<file path="src/llc_pkg.sv">
`default_nettype none

package llc_pkg;

    localparam int LLC_WAYS       = 2;
    localparam int LLC_SETS       = 16;
    localparam int WORDS_PER_LINE = 4;
    localparam int ADDR_W         = 12;  // word address
    localparam int TAG_W          = 6;
    localparam int SET_W          = 4;
    localparam int OFF_W          = 2;
    localparam int ID_W           = 4;
    localparam int WORD_W         = 32;
    localparam int WAY_W          = $clog2(LLC_WAYS);

    typedef logic [WORD_W-1:0]                llc_word_t;
    typedef llc_word_t [WORDS_PER_LINE-1:0]   llc_line_t;
    typedef logic [TAG_W-1:0]                 llc_tag_t;
    typedef logic [SET_W-1:0]                 llc_set_t;
    typedef logic [OFF_W-1:0]                 llc_off_t;
    typedef logic [WAY_W-1:0]                 llc_way_t;
    typedef logic [TAG_W+SET_W-1:0]           llc_line_addr_t;  // tag then set
    typedef logic [ID_W-1:0]                  llc_id_t;

    typedef enum logic {
        INVALID = 1'b0,
        VALID   = 1'b1
    } llc_state_t;

    typedef enum logic [1:0] {
        LLC_READ  = 2'd0,
        LLC_WRITE = 2'd1,
        LLC_FLUSH = 2'd2
    } llc_op_t;

    // work handed from the input decoder to the phase FSM
    typedef enum logic [1:0] {
        ACT_NONE  = 2'd0,
        ACT_RST   = 2'd1,
        ACT_FLUSH = 2'd2,
        ACT_REQ   = 2'd3
    } llc_action_t;

    typedef struct packed {
        llc_tag_t tag;
        llc_set_t set;
        llc_off_t off;
    } llc_addr_fields_t;

    typedef union packed {
        logic [ADDR_W-1:0] word;
        llc_addr_fields_t  f;
    } llc_addr_u;

    typedef struct packed {
        llc_op_t   op;
        llc_id_t   id;
        llc_addr_u addr;
        llc_word_t wdata;
    } llc_req_t;

    typedef struct packed {
        llc_id_t   id;
        llc_word_t rdata;
    } llc_rsp_t;

    typedef struct packed {
        logic           write;
        llc_line_addr_t line_addr;
        llc_line_t      line;
    } llc_mem_req_t;

    typedef struct packed {
        llc_line_t line;  // ignored for a writeback
    } llc_mem_rsp_t;

    typedef struct packed {
        llc_tag_t   tag;
        llc_state_t state;
        logic       dirty;
        llc_line_t  line;
    } llc_way_data_t;

endpackage

`default_nettype wire

</file>
<file path="src/llc_process.sv">
`default_nettype none

module llc_process (
    input  wire logic                                           clk,
    input  wire logic                                           rst,
    input  wire logic                                           process_en_i,
    input  wire llc_pkg::llc_action_t                           action_i,
    input  wire llc_pkg::llc_req_t                              cur_req_i,
    input  wire llc_pkg::llc_way_data_t [llc_pkg::LLC_WAYS-1:0] bufs_i,
    input  wire llc_pkg::llc_way_t                              evict_way_i,
    output logic                                                buf_wr_en_o,
    output llc_pkg::llc_way_t                                   buf_wr_way_o,
    output llc_pkg::llc_way_data_t                              buf_wr_data_o,
    output llc_pkg::llc_way_t                                   new_evict_way_o,
    output logic                                                process_done_o,
    output llc_pkg::llc_rsp_t                                   rsp_o,
    output logic                                                rsp_valid_o,
    input  wire logic                                           rsp_ready_i,
    output llc_pkg::llc_mem_req_t                               mem_req_o,
    output logic                                                mem_req_valid_o,
    input  wire logic                                           mem_req_ready_i,
    input  wire llc_pkg::llc_mem_rsp_t                          mem_rsp_i,
    input  wire logic                                           mem_rsp_valid_i,
    output logic                                                mem_rsp_ready_o
);
    import llc_pkg::*;

    typedef enum logic [2:0] {
        P_LOOK,
        P_MREQ,
        P_MRSP,
        P_RSP,
        P_DONE
    } pstate_t;

    pstate_t  state_q;
    llc_way_t way_q;     // way under writeback or fill
    logic     wb_q;      // memory op in flight is a writeback
    logic     alloc_q;   // a line was allocated for this request
    logic     hit;
    llc_way_t hit_way;
    logic     any_dirty;
    llc_way_t dirty_way;
    llc_way_t sel_way;
    logic     victim_dirty;
    logic     do_wb;
    logic     last_set;
    logic     look_done;
    logic     look;
    llc_tag_t req_tag;
    llc_set_t req_set;
    llc_off_t req_off;

    assign req_tag = cur_req_i.addr.f.tag;
    assign req_set = cur_req_i.addr.f.set;
    assign req_off = cur_req_i.addr.f.off;

    // lowest way wins
    always_comb begin
        hit       = 1'b0;
        hit_way   = '0;
        any_dirty = 1'b0;
        dirty_way = '0;
        for (int w = LLC_WAYS - 1; w >= 0; w--) begin
            if (bufs_i[w].state == VALID && bufs_i[w].tag == req_tag) begin
                hit     = 1'b1;
                hit_way = llc_way_t'(w);
            end
            if (bufs_i[w].state == VALID && bufs_i[w].dirty) begin
                any_dirty = 1'b1;
                dirty_way = llc_way_t'(w);
            end
        end
    end

    assign sel_way      = (action_i == ACT_FLUSH) ? dirty_way : (hit ? hit_way : evict_way_i);
    assign victim_dirty = bufs_i[evict_way_i].state == VALID && bufs_i[evict_way_i].dirty;
    assign do_wb        = (action_i == ACT_FLUSH) || victim_dirty;
    assign last_set     = (req_set == llc_set_t'(LLC_SETS - 1));
    assign look         = (state_q == P_LOOK) && process_en_i;
    assign look_done    = (action_i != ACT_REQ) &&
                          !(action_i == ACT_FLUSH && (any_dirty || last_set));

    assign process_done_o  = (state_q == P_DONE) || (look && look_done);
    assign buf_wr_way_o    = (state_q == P_LOOK) ? sel_way : way_q;
    assign new_evict_way_o = alloc_q ? evict_way_i + 1'b1 : evict_way_i;  // round robin
    assign mem_rsp_ready_o = (state_q == P_MRSP);

    always_comb begin
        buf_wr_en_o   = 1'b0;
        buf_wr_data_o = bufs_i[buf_wr_way_o];
        if (look && action_i == ACT_REQ && hit && cur_req_i.op == LLC_WRITE) begin
            buf_wr_en_o                  = 1'b1;
            buf_wr_data_o.line[req_off]  = cur_req_i.wdata;
            buf_wr_data_o.dirty          = 1'b1;
        end else if (state_q == P_MRSP && mem_rsp_valid_i) begin
            buf_wr_en_o         = 1'b1;
            buf_wr_data_o.dirty = 1'b0;  // written back, or a fresh fill
            if (!wb_q) begin
                buf_wr_data_o.tag   = req_tag;
                buf_wr_data_o.state = VALID;
                buf_wr_data_o.line  = mem_rsp_i.line;
            end
        end
    end

    always_ff @(posedge clk or negedge rst) begin
        if (!rst) begin
            state_q         <= P_LOOK;
            way_q           <= '0;
            wb_q            <= 1'b0;
            alloc_q         <= 1'b0;
            rsp_valid_o     <= 1'b0;
            mem_req_valid_o <= 1'b0;
        end else begin
            case (state_q)
                P_LOOK: begin
                    if (!process_en_i) begin
                        alloc_q <= 1'b0;  // held through update for the pointer write
                    end else if (action_i == ACT_REQ && hit) begin
                        rsp_valid_o <= 1'b1;
                        state_q     <= P_RSP;
                    end else if (action_i == ACT_REQ || (action_i == ACT_FLUSH && any_dirty)) begin
                        way_q           <= sel_way;
                        wb_q            <= do_wb;
                        mem_req_valid_o <= 1'b1;
                        state_q         <= P_MREQ;
                    end else if (action_i == ACT_FLUSH && last_set) begin
                        rsp_valid_o <= 1'b1;  // one answer for the whole flush
                        state_q     <= P_RSP;
                    end
                end
                P_MREQ: begin
                    if (mem_req_ready_i) begin
                        mem_req_valid_o <= 1'b0;
                        state_q         <= P_MRSP;
                    end
                end
                P_MRSP: begin
                    if (mem_rsp_valid_i) begin
                        alloc_q <= alloc_q || !wb_q;
                        state_q <= P_LOOK;  // look again with the updated buffer
                    end
                end
                P_RSP: begin
                    if (rsp_ready_i) begin
                        rsp_valid_o <= 1'b0;
                        state_q     <= P_DONE;
                    end
                end
                default: state_q <= P_LOOK;
            endcase
        end
    end

    // payloads only change in P_LOOK, while both valids are low
    always_ff @(posedge clk) begin
        if (look) begin
            rsp_o.id <= cur_req_i.id;
            if (action_i == ACT_FLUSH) begin
                rsp_o.rdata <= '0;
            end else if (cur_req_i.op == LLC_WRITE) begin
                rsp_o.rdata <= cur_req_i.wdata;
            end else begin
                rsp_o.rdata <= bufs_i[hit_way].line[req_off];
            end
            mem_req_o.write     <= do_wb;
            mem_req_o.line_addr <= do_wb ? {bufs_i[sel_way].tag, req_set}
                                         : cur_req_i.addr.word[ADDR_W-1:OFF_W];
            mem_req_o.line      <= bufs_i[sel_way].line;
        end
    end

endmodule

`default_nettype wire

</file>
<file path="config.mk">
export PLATFORM = sky130hd
export DESIGN_NAME = llc_process
export DESIGN_NICKNAME = d
export VERILOG_FILES = /design/src/llc_pkg.sv /design/src/llc_process.sv
export SDC_FILE = /design/constraint.sdc
export NUM_CORES = 1
export LEC_CHECK = 0
export BUFFER_PORTS_ARGS = -buffer_cell sky130_fd_sc_hd__buf_2
export CORE_AREA = 2 2 307 309
export CTS_CLUSTER_DIAMETER = 100
export CTS_CLUSTER_SIZE = 24
export DETAILED_ROUTE_END_ITERATION = 7
export DIE_AREA = 0 0 309 311
export GPL_TIMING_DRIVEN = 0
export PLACE_DENSITY = 0.51
export SLEW_MARGIN = 5
export SYNTH_ARGS = -nofsm -noshare
export SYNTH_HDL_FRONTEND = slang
export SYNTH_SLANG_ARGS = --single-unit
</file>
<file path="constraint.sdc">
create_clock -name clk -period 10.4 [get_ports clk]
set_input_delay 1.04 -clock clk [delete_from_list [all_inputs] [get_ports clk]]
set_output_delay 1.04 -clock clk [all_outputs]
set_load 0.02 [all_outputs]
</file>
==> results.md <==
- Max Slew Vio Count: 0
- Worst setup path startpoint: action_i[1]
- Worst-Margin Slew: 1.41 ns
- Worst VDD drop: 0.186 mV
- Clk_skew: roughly 0.028 ns
- Cells on worst reg2reg path: 6
- HP Class: input port to asynchronous set/reset pin
- Setup-failing EPs final: 0
- Initial DRC Count: 2327
- Beginning of the worst register-to-register path: state_q[1]
- Gpl congestion: a little over 0.9
- Core ar.: slightly above 90000 um^2
- Antenna Violating Nets Remaining: 0
- Total negative setup slack: 0 ns
- Total GRT Usage: 0.273
- Post-synth EDFFs: ~180
- Synth unique cells: 47
- DR pass1 iterations: 7
- Top-count cell post-synth: o211ai_1
- Clock slew at reported path FFs: 0.08 ns
- R2r setup slk: 7.62 ns
- Crit path DAT: 4.58 ns
- Vias in the first global route: roughly 22000
- Die area: 96100 um^2
- First-pass GRT wire length: 181 mm
- CTS Buffer Depth: 2
- Synth-to-Final Area Change: 31.2%
- Clk sinks: 183
- Synth async-reset ratio: 0.0437
- CP Class: input port to output pin
- Seq cells post-synth: 183
- Syn avg cell area: 9.63 um^2
- Sequential area share after synthesis: 0.283
- Final Routed Wirelength: 136 mm
- Pleak: 9.43 nW
- PortBufs: 774
- CP Capture Point: buf_wr_data_o[115]
- Placed insts: a little over 4000
- Die Y-Extent: between 300 and 400 um
- Cts hold-fix bufs: 0
- Initial antenna violation count: 14
- Die width: around 310 um
- Largest net degree at the start of global routing: 98
- Share of layout cells above drive strength 1: 0.429
- Slew margin rel.: 0.0628
- DP Area: 24800 um^2
- CP max FO: 10
- Later-pin clock latency in the skew report: 0.56 ns
- Wire length on met1: roughly 54 mm
- Met2 Wirelength: between 60 and 70 mm
- Synth area leader: edfxtp_1
- Final net count: between 3000 and 4000
- CTS Buf Count: 17
- # fillers: between 10000 and 15000
- Setup crit end kind: output pin
- CTS resizes: 0
- Routed vias: around 22000
- DR DRC count: 0
- Synth Flop Type: edfxtp_1
- # IOs: 777
- Highest routed layer: met5
- Avg WL per Cell: ~33 um
- # Max-Cap Violations: 0
- Postcts setup bufs: 0
- Yosys top cell area share: 0.272
- GRT overflow: 0
- Final Hold Fails: 0
- Fin Hold WS: ~0.33 ns
- Synthesized area: around 19000 um^2
- Row count: ~110
- Post-route insts no fill: a little over 4000
- Synthesis Warnings: 0
- Unrepaired setup endpoints after global routing: no
- Initial core utilization: 0.208
- Critical path launch point type: input port
- Reg2reg end: way_q
- Met3 WL: about 12 mm
- Final Util: 0.273
- Worst path required time: 9.36 ns
- Synth Instances: 2003
- CTS H-tree depth: 4
- Final HPWL DP: ~110 mm
- Status: finished clean
- Syn Nets: roughly 2500
- Final Instance Area: ~25000 um^2
- Period utilisation layout: 0.540
- Drt via density: ~5.4
- Cell Pwr Density: roughly 220 nW/um^2
- Root buf cell: clkbuf_16
- Synth area leaders: edfxtp_1 (27%), o211ai_1 (15%), a2111oi_2 (9.2%)
- Most frequent cells after synthesis: o211ai_1 (382), nor2_1 (310), edfxtp_1 (175)
- Final Critical Period: between 5 and 6 ns
- FMAX: around 180 MHz
- CTS tree: built
metal layers:
metal | GRT usage | vias to the layer above
met5 | 0.00657 | -
met4 | 0.0984 | 12
met3 | 0.0762 | 229
met2 | 0.457 | 1328
met1 | 0.332 | 11100
li1 | - | 9378
layout make-up:
type | count | area, um^2 | share of cell area
Multi-Input combinational cell | 1569 | 12700 | 0.500
Timing Repair Buffer | 775 | 3900 | 0.154
Tap cell | 1254 | 1570 | 0.0620
Sequential cell | 183 | 5460 | 0.216
Clock buffer | 18 | 429 | 0.0170
Buffer | 246 | 1160 | 0.0460
Inverter | 5 | 26.3 | 0.00104
Antenna cell | 9 | 22.5 | 0.000890
Clock inverter | 12 | 78.8 | 0.00312
sequential cells by signal, indices dropped and copies added (netlist names):
name and cells:
wb_q 1, alloc_q 1, rsp_valid_o 1, mem_req_o 139
state_q 3, mem_req_valid_o 1, rsp_o 36, way_q 1
placed cells by master, fill, tap and decap left out, types with 11 or more instances in the layout:
master,instances
buf_2,823
o211ai_1,382
nor2_1,310
edfxtp_1,175
mux2i_1,167
clkbuf_1,163
nand2_1,151
nand2b_1,132
mux2_2,130
a2111oi_2,118
mux4_2,64
a211oi_1,32
buf_6,18
clkbuf_16,17
a21oi_1,13
buf_4,11
power by group:
| group | internal [mW] | total (mW) | switching, mW |
|---|---|---|---|
| sequential | 1.04 | 1.09 | 0.0461 |
| combinational | 1.11 | 3.89 | 2.78 |
| clock | 0.301 | 0.660 | 0.359 |
| total | 2.45 | 5.64 | 3.18 |
kinds of logic (layout without fill, tap and decap cells):
kind of cell | Yosys count | in the layout | synth area share
simple gates | 618 | 618 | 0.141
compound gates | 577 | 577 | 0.272
mux | 361 | 361 | 0.237
buf+inv | 251 | 1056 | 0.0612
flops | 183 | 183 | 0.283
xor+xnor | 13 | 13 | 0.00590
other cells | 0 | 9 | 0
worst min path at each step:
stage | from | end | slack [ns] | cells after the start
finish | rst | wb_q | 0.33 | 1
global route | rst | wb_q | 0.34 | 1
CTS | rst | wb_q | 0.31 | 1
detailed placement | way_q | way_q | 0.51 | 1
global placement | way_q | way_q | 0.49 | 1
floorplan | way_q | way_q | 0.48 | 1
metrics by stage:
stage	setup WS, ns	power [mW]
after floorplan	4.91	3.29
after global placement	2.18	5.01
after detailed placement	4.78	4.97
after CTS	4.78	5.65
after global routing	4.64	5.84
final	4.78	5.64
critical path, cell delays in order:
cell	delay [ns]
buf_2	0.13
nor2b_1	0.12
buf_2	0.24
nand4_1	0.23
a21o_1	0.19
clkbuf_1	0.93
buf_6	0.33
clkbuf_1	0.56
o211ai_1	0.18
o211ai_1	0.17
o211ai_1	0.22
buf_2	0.22
Note: power is estimated with default switching activity, not from simulation.
