`config.mk`:
```
export PLATFORM = sky130hd
export DESIGN_NAME = llc_input_decoder
export DESIGN_NICKNAME = d
export VERILOG_FILES = /design/src/llc_pkg.sv /design/src/llc_input_decoder.sv
export SDC_FILE = /design/constraint.sdc
export NUM_CORES = 1
export LEC_CHECK = 0
export ABC_CLOCK_PERIOD_IN_PS = 4830
export BUFFER_PORTS_ARGS = -buffer_cell sky130_fd_sc_hd__buf_2
export CAP_MARGIN = 20
export CORE_AREA = 2 2 74 76
export CTS_BUF_LIST = sky130_fd_sc_hd__clkbuf_4 sky130_fd_sc_hd__clkbuf_8
export CTS_CLUSTER_SIZE = 25
export DETAILED_ROUTE_END_ITERATION = 8
export DIE_AREA = 0 0 76 78
export HOLD_SLACK_MARGIN = 0.02
export PLACE_DENSITY_LB_ADDON = 0.08
export SLEW_MARGIN = 15
export SYNTH_ARGS = -nofsm -noshare
export SYNTH_HDL_FRONTEND = slang
export SYNTH_SLANG_ARGS = --single-unit
```
`constraint.sdc`:
```
create_clock -name clk -period 4.83 [get_ports clk]
set_input_delay 0.966 -clock clk [delete_from_list [all_inputs] [get_ports clk]]
set_output_delay 0.966 -clock clk [all_outputs]
set_load 0.02 [all_outputs]
```
`src/llc_pkg.sv`:
```
`default_nettype none

package llc_pkg;

    localparam int LLC_WAYS       = 2;
    localparam int LLC_SETS       = 16;
    localparam int WORDS_PER_LINE = 4;
    localparam int ADDR_W         = 12;  // word address
    localparam int TAG_W          = 6;
    localparam int SET_W          = 4;
    localparam int OFF_W          = 2;
    localparam int ID_W           = 4;
    localparam int WORD_W         = 32;
    localparam int WAY_W          = $clog2(LLC_WAYS);

    typedef logic [WORD_W-1:0]                llc_word_t;
    typedef llc_word_t [WORDS_PER_LINE-1:0]   llc_line_t;
    typedef logic [TAG_W-1:0]                 llc_tag_t;
    typedef logic [SET_W-1:0]                 llc_set_t;
    typedef logic [OFF_W-1:0]                 llc_off_t;
    typedef logic [WAY_W-1:0]                 llc_way_t;
    typedef logic [TAG_W+SET_W-1:0]           llc_line_addr_t;  // tag then set
    typedef logic [ID_W-1:0]                  llc_id_t;

    typedef enum logic {
        INVALID = 1'b0,
        VALID   = 1'b1
    } llc_state_t;

    typedef enum logic [1:0] {
        LLC_READ  = 2'd0,
        LLC_WRITE = 2'd1,
        LLC_FLUSH = 2'd2
    } llc_op_t;

    // work handed from the input decoder to the phase FSM
    typedef enum logic [1:0] {
        ACT_NONE  = 2'd0,
        ACT_RST   = 2'd1,
        ACT_FLUSH = 2'd2,
        ACT_REQ   = 2'd3
    } llc_action_t;

    typedef struct packed {
        llc_tag_t tag;
        llc_set_t set;
        llc_off_t off;
    } llc_addr_fields_t;

    typedef union packed {
        logic [ADDR_W-1:0] word;
        llc_addr_fields_t  f;
    } llc_addr_u;

    typedef struct packed {
        llc_op_t   op;
        llc_id_t   id;
        llc_addr_u addr;
        llc_word_t wdata;
    } llc_req_t;

    typedef struct packed {
        llc_id_t   id;
        llc_word_t rdata;
    } llc_rsp_t;

    typedef struct packed {
        logic           write;
        llc_line_addr_t line_addr;
        llc_line_t      line;
    } llc_mem_req_t;

    typedef struct packed {
        llc_line_t line;  // ignored for a writeback
    } llc_mem_rsp_t;

    typedef struct packed {
        llc_tag_t   tag;
        llc_state_t state;
        logic       dirty;
        llc_line_t  line;
    } llc_way_data_t;

endpackage

`default_nettype wire

```
`src/llc_input_decoder.sv`:
```
`default_nettype none

module llc_input_decoder (
    input  wire logic                 clk,
    input  wire logic                 rst,
    input  wire llc_pkg::llc_req_t    req_i,
    input  wire logic                 req_valid_i,
    output logic                      req_ready_o,
    input  wire logic                 decode_en_i,
    input  wire logic                 update_en_i,
    output llc_pkg::llc_req_t         cur_req_o,
    output llc_pkg::llc_action_t      action_o,
    output llc_pkg::llc_set_t         set_o
);
    import llc_pkg::*;

    llc_req_t req_q;
    logic     busy_q;         // client request in flight
    logic     rst_stall_q;
    logic     flush_stall_q;
    llc_set_t walk_set_q;     // set of the reset or flush walk
    logic     accept;
    logic     walk_last;

    assign req_ready_o = decode_en_i && !rst_stall_q && !flush_stall_q && !busy_q;
    assign accept      = req_valid_i && req_ready_o;
    assign walk_last   = (walk_set_q == llc_set_t'(LLC_SETS - 1));

    always_ff @(posedge clk) begin
        if (accept) begin
            req_q <= req_i;
        end
    end

    always_ff @(posedge clk or negedge rst) begin
        if (!rst) begin
            rst_stall_q   <= 1'b1;  // walk all sets before the first request
            flush_stall_q <= 1'b0;
            busy_q        <= 1'b0;
            walk_set_q    <= '0;
        end else begin
            if (accept) begin
                if (req_i.op == LLC_FLUSH) begin
                    flush_stall_q <= 1'b1;
                end else begin
                    busy_q <= 1'b1;
                end
            end
            if (update_en_i) begin
                if (rst_stall_q || flush_stall_q) begin
                    walk_set_q <= walk_set_q + 1'b1;  // wraps back to set 0
                    if (walk_last) begin
                        rst_stall_q   <= 1'b0;
                        flush_stall_q <= 1'b0;
                    end
                end else begin
                    busy_q <= 1'b0;
                end
            end
        end
    end

    always_comb begin
        action_o = ACT_NONE;
        set_o    = req_q.addr.f.set;
        if (rst_stall_q) begin
            action_o = ACT_RST;
            set_o    = walk_set_q;
        end else if (flush_stall_q) begin
            action_o = ACT_FLUSH;
            set_o    = walk_set_q;
        end else if (busy_q) begin
            action_o = ACT_REQ;
        end
        cur_req_o            = req_q;
        cur_req_o.addr.f.set = set_o;  // flush steps carry the walk set
    end

endmodule

`default_nettype wire

```
==> results of run 1 <==
==> power by group <==
part / leakage (nW) / internal, mW / total (mW) / switching (mW)
Sequential: 0.538 / 0.613 / 0.652 / 0.0386
Clock: 0.100 / 0.223 / 0.393 / 0.170
Combinational: 0.551 / 0.126 / 0.341 / 0.215
==> sequential cells by signal (all words and copies together), names as in the netlist <==
signal	cells
busy_q	1
req_q	4
cur_req_o	46
rst_stall_q	1
walk_set_q	4
flush_stall_q	1
==> cell usage after synthesis, drive strengths merged <==
master and number:
ha 1, a21oi 2, nor2b 2, nand3 2, o21ai 2, nor4b 1, xnor2 1, mux2 4
dfrtp 6, nor2 5, edfxtp 50, a221oi 1, a31oi 1, xor2 2, dfstp 1, and2 1
inv 2, a21o 1, nand2 3, buf 50
==> critical path, stage by stage, from the launching register on <==
cell	delay, ns
dfrtp_1	0.45
nor2_1	0.45
mux2_2	0.40
buf_2	0.16
==> metal layers <==
metal,up-vias,GRT usage
met5,-,0
met4,0,0.08727
met3,10,0.05581
met2,70,0.2116
met1,550,0.1319
li1,585,-
==> placed cells by master, fill, tap and decap left out, drive strengths merged <==
cell type / instances
a21o: 1
a21oi: 2
a221oi: 1
a31oi: 1
and2: 1
buf: 112
clkbuf: 13
clkinv: 3
dfrtp: 6
dfstp: 1
edfxtp: 50
ha: 1
inv: 2
mux2: 4
nand2: 3
nand3: 2
nor2: 5
nor2b: 2
nor4b: 1
o21ai: 2
xnor2: 1
xor2: 2
==> layout make-up <==
class	count	area (µm²)	share of cell area
Multi-Input combinational cell	29	216.5	0.07882
Sequential cell	57	1678	0.6109
Inverter	2	7.507	0.002733
Clock inverter	3	15.01	0.005467
Timing Repair Buffer	112	575.6	0.2096
Clock buffer	13	166.4	0.06059
Tap cell	70	87.58	0.03189
==> cells by family after synthesis <==
family,synth area share
flip-flops,0.7372
buffers and inverters,0.1682
AND/OR/NAND/NOR,0.03628
AO/OA/AOI/OAI,0.02144
multiplexers,0.01979
XOR/XNOR,0.01155
adder cells (fa/ha/maj),0.005497
==> how the worst max path moves through the flow <==
stage,startpoint,to,slack (ns),cells past startpoint
2_1_floorplan,decode_en_i,cur_req_o[0],1.79,2
3_3_place_gp,decode_en_i,cur_req_o[44],2.23,3
3_5_place_dp,decode_en_i,cur_req_o[14],2.17,3
4_1_cts,flush_stall_q,set_o[3],2.04,3
5_1_grt,flush_stall_q,cur_req_o[37],1.99,3
6_report,flush_stall_q,set_o[0],2.08,3
==> impl_metrics.csv, run 1 <==
group,metric,value,unit
drt,wl_met1,1412,µm
setup_path,cp.arrival,1.79,ns
finish,fin_nets,267,
global_routing,grtUsageTotal,0.1280,
hold_path,hp-class,"input pin to async pin",
sta,hold_viol,0,
clocking,htreeDepth,3,
floorplanning,dieWidth,76,µm
clocking,numCtsBuffers,9,
clocking,tritoncts,"yes",
power,ir_drop,253.7,µV
placement,dp_slack,2.168,ns
floorplanning,start_util,0.4514,
floorplanning,die_height,78,µm
synth,ys_ff_latch,57,
drt,drt_drc_violations_left,0,
sta,finalSetupViolations,0,
drt,wl_met2,1846,µm
floorplanning,die_area,5928,µm²
sta,max_freq,363.3,MHz
finish,fillCellCount,445,
sta,final.setup.tns,0,ns
setup_path,critPathLaunchType,"flip-flop",
finish,final_cell_area,2746,µm²
sta,maxSlewHeadroom,0.6515,
synth,synth_top_area_frac,0.6597,
drt,routed_wirelength,3690,µm
drt,wl_per_cell,12.90,µm
setup_path,reg2reg_setup_slack,3.01,ns
sta,fin_crit,2.753,ns
synth,synth.avg_cell_area,16.49,µm²
finish,syn2layout_area_growth,20.67,%
placement,port_buffers,111,
power,total_power,1.385,mW
clocking,worstSkewPairLatency,0.32,ns
finish,finish.utilization,0.5447,
setup_path,critPathKind,"flip-flop to primary output",
synth,synth_cell_type_count,20,
synth,synth.largest_area_cell,"edfxtp_1",
finish,instances_no_fill,286,
sta,worst_slew_pin_slew,0.5208,ns
synth,syn_inst,138,
sta,post-route-period-util,0.5699,
setup_path,path_max_fanout,6,
synth,synth_nets,194,
setup_path,reg2reg_depth,3,
finish,diodes,0,
clocking,root_buffer,"clkbuf_8",
clocking,ctsResizeCount,0,
synth,netlist_area,2276,µm²
floorplanning,io_pins,112,
global_routing,grt_max_degree,51,
global_routing,grt_pass1_vias,1219,
placement,dpl.cell_count,269,
global_routing,grt-ovfl-total,0,
power,p_per_area,504.3,nW/µm²
clocking,clk_pin_slew_worst_paths,0.06,ns
global_routing,grt_pass1_wl,5595,µm
sta,setup_ws,2.077,ns
power,p_leak,1.189,nW
drt,route.vias.total,1215,
clocking,clock_sinks,57,
floorplanning,coreArea,5042,µm²
drt,top_layer,"met4",
placement,globalplace.congestion,0.6926,
sta,rsz0062_at_grt,"no",
drt,viasPerCell,4.248,
clocking,ctsLongestPathBuffers,2,
setup_path,timing.rr.end,"cur_req_o[28]",
placement,placed_area,2545,µm²
sta,finalClockSkew,0.007001,ns
setup_path,endpoint_kind,"primary output",
sta,whs,0.4632,ns
synth,yosysWarnings,0,
flow_run,maxCapViolCount,0,
synth,ys_seq_area_frac,0.7372,
clocking,cts_hold_buf,0,
setup_path,crit_required,3.86,ns
global_routing,antenna_found_initial,0,
floorplanning,rows,26,
finish,drive_gt1_frac,0.6296,
synth,synthTopCellsByArea,"edfxtp_1 66%, buf_4 16%, dfrtp_1 6.6%",
run_status,status,"complete, no violations",
drt,drtIter0Drc,45,
drt,ant_nets,0,
drt,drtPass1Iterations,4,
sta,maxSlewViolCount,0,
placement,hpwl,2658,µm
clocking,post_cts_buffers,0,
drt,wl_met3,339,µm
setup_path,reg2reg_from,"flush_stall_q",
Power figures use the tool's default switching activity.
==> run 2: changes to the inputs <==
ABC_AREA = 1   (was default)
ABC_CLOCK_PERIOD_IN_PS = 2800   (was 4830)
clock period = 2.8 ns   (was 4.83 ns; I/O delays follow)
==> run 2 against run 1 <==
Clock power is 53% higher; first-iteration DRC count grew 47%; utilization rose by 0.15 points; total power up 74%; clock skew is 0.0019 ns lower; sequential cell count stayed put; count of clock-buffer cells in the layout fell by 3; critical endpoint is now set_o[1]; largest cell class unchanged.
==> impl_metrics.csv, run 2 <==
group,metric,value,unit
clocking,ctsResizeCount,0,
sta,finalSetupViolations,0,
finish,mostFrequentLayoutCell,"buf_2",
finish,final_cell_mix,"111 x buf_2, 50 x edfxtp_1, 16 x nand2_1",
sta,rsz0062_at_grt,"no",
setup_path,reg2reg_depth,4,
synth,synth.largest_area_cell,"edfxtp_1",
sta,post-route-period-util,0.6944,
drt,drtPass1Iterations,4,
synth,synthTopCellsByArea,"edfxtp_1 65%, buf_4 16%, dfrtp_1 6.5%",
placement,port_buffers,111,
finish,syn2layout_area_growth,19.17,%
clocking,tritoncts,"yes",
drt,wl_per_cell,12.55,µm
sta,hold_viol,0,
sta,max_freq,514.3,MHz
sta,final.setup.tns,0,ns
floorplanning,die_area,5928,µm²
floorplanning,io_pins,112,
clocking,root_buffer,"clkbuf_8",
finish,fillCellCount,440,
finish,largest_register_ffs,46,
synth,synth_nets,213,
global_routing,grtUsageTotal,0.1323,
finish,finish.utilization,0.5462,
drt,viasPerCell,4.256,
clocking,post_cts_buffers,0,
drt,routed_wirelength,3829,µm
setup_path,cp.arrival,1.38,ns
floorplanning,die_height,78,µm
global_routing,grt_pass1_vias,1332,
power,p_per_area,874.2,nW/µm²
clocking,clk_pin_slew_worst_paths,0.06,ns
finish,diodes,0,
synth,synth_cell_type_count,17,
floorplanning,rows,26,
setup_path,crit_required,2.24,ns
setup_path,timing.rr.end,"cur_req_o[23]",
sta,maxSlewViolCount,0,
setup_path,critPathKind,"flip-flop to primary output",
synth,ys_seq_area_frac,0.7260,
clocking,clock_sinks,57,
synth,synth_ff_type,"edfxtp_1",
synth,synth_edf_count,50,
drt,route.vias.total,1298,
drt,ant_nets,0,
power,ir_drop,675.4,µV
sta,worst_slew_pin_slew,0.6000,ns
synth,synthArstFlopShare,0.1228,
flow_run,maxCapViolCount,0,
clocking,htreeDepth,3,
setup_path,path_max_fanout,9,
placement,hpwl,2884,µm
setup_path,reg2reg_from,"flush_stall_q",
synth,syn_inst,157,
clocking,numCtsBuffers,9,
finish,fin_nets,286,
global_routing,grt_max_degree,51,
floorplanning,coreArea,5042,µm²
synth,netlist_area,2311,µm²
sta,maxSlewHeadroom,0.6000,
sta,finalClockSkew,0.005118,ns
power,p_leak,1.210,nW
synth,synth_top_area_frac,0.6497,
synth,yosysWarnings,0,
clocking,worstSkewPairLatency,0.31,ns
setup_path,critPathLaunchType,"flip-flop",
placement,globalplace.congestion,0.7228,
clocking,ctsLongestPathBuffers,2,
synth,ys_ff_latch,57,
run_status,status,"complete, no violations",
global_routing,grt-ovfl-total,0,
floorplanning,start_util,0.4583,
setup_path,endpoint_kind,"primary output",
floorplanning,dieWidth,76,µm
setup_path,crit_path_start,"flush_stall_q",
setup_path,reg2reg_setup_slack,1.11,ns
hold_path,hp-class,"input pin to async pin",
finish,instances_no_fill,305,
synth,synth.avg_cell_area,14.72,µm²
clocking,cts_hold_buf,0,
drt,drtIter0Drc,66,
finish,drive_gt1_frac,0.5702,
synth,synthTopCellsByCount,"50 x buf_4, 50 x edfxtp_1, 16 x nand2_1, 8 x inv_1, 6 x dfrtp_1",
global_routing,grt_pass1_wl,5906,µm
placement,dpl.cell_count,289,
sta,fin_crit,1.944,ns
drt,drt_drc_violations_left,0,
global_routing,antenna_found_initial,0,
## run 2: cell types whose count changed after synthesis, moves of 2 or more
cell | before | now
inv_1 | 2 | 8
nand3_1 | 2 | 4
nand2_2 | 0 | 3
nor2b_1 | 2 | 0
nor2_1 | 5 | 3
nand2_1 | 3 | 16
nor2_4 | 0 | 3
inv_2 | 0 | 2
mux2_2 | 4 | 0
## run 2: cells by family (layout without fill, tap and decap cells)
kind of cell	after synthesis	count (layout)	share of synthesized area
AO/OA/AOI/OAI	5	5	0.01083
adder cells (fa/ha/maj)	1	1	0.005413
buffers and inverters	60	138	0.1787
AND/OR/NAND/NOR	31	31	0.06768
XOR/XNOR	3	3	0.01137
flip-flops	57	57	0.7260
## run 2: worst max-delay path: stages, from the launching register on
cell and delay, ns:
dfrtp_1 0.42, nor2_4 0.24, inv_1 0.11, nand2_1 0.08, nand2_1 0.07, buf_2 0.16
## run 2: through the flow
step | setup WS, ns | area (µm²) | power (mW) | hold WS [ns]
global placement | 0.9897 | 2597 | 1.815 | 0.3970
global route | 0.7473 | 2754 | 2.534 | 0.06386
detailed placement | 0.9331 | 2597 | 1.835 | 0.4031
CTS | 0.8214 | 2754 | 2.440 | 0.05451
finish | 0.8557 | 2754 | 2.408 | 0.06679
floorplan | 0.3967 | 2322 | 1.707 | 0.2644
## run 2: per-layer routing
layer	track usage	part of all wire
met2	0.2259	0.50
met1	0.1373	0.38
met4	0.08182	0.011
met3	0.05233	0.10
met5	0	0
## run 2: power by group
group          total [mW]  switching, mW  leakage [nW]  internal, mW
combinational       0.681          0.463         0.590         0.218
sequential           1.13         0.0617         0.537          1.06
clock               0.601          0.287        0.0834         0.315
total                2.41          0.811          1.21          1.60
## run 2: how the worst max path moves through the flow
stage / to / slack [ns] / cells past startpoint
global route: set_o[1] / 0.75 / 5
global placement: cur_req_o[29] / 0.99 / 4
detailed placement: cur_req_o[30] / 0.93 / 4
finish: set_o[1] / 0.86 / 5
CTS: set_o[1] / 0.82 / 5
floorplan: cur_req_o[0] / 0.40 / 2
## run 2: area by class of cell
cell class              count  area (µm²)  area share
clock buffers              10       131.4     0.04771
inverters                  10       37.54     0.01363
well taps                  70       87.58     0.03180
flip-flops and latches     57        1678      0.6093
multi-input cells          40       231.5     0.08405
clock inverters             6       25.02    0.009087
repair buffers            112       563.0      0.2045
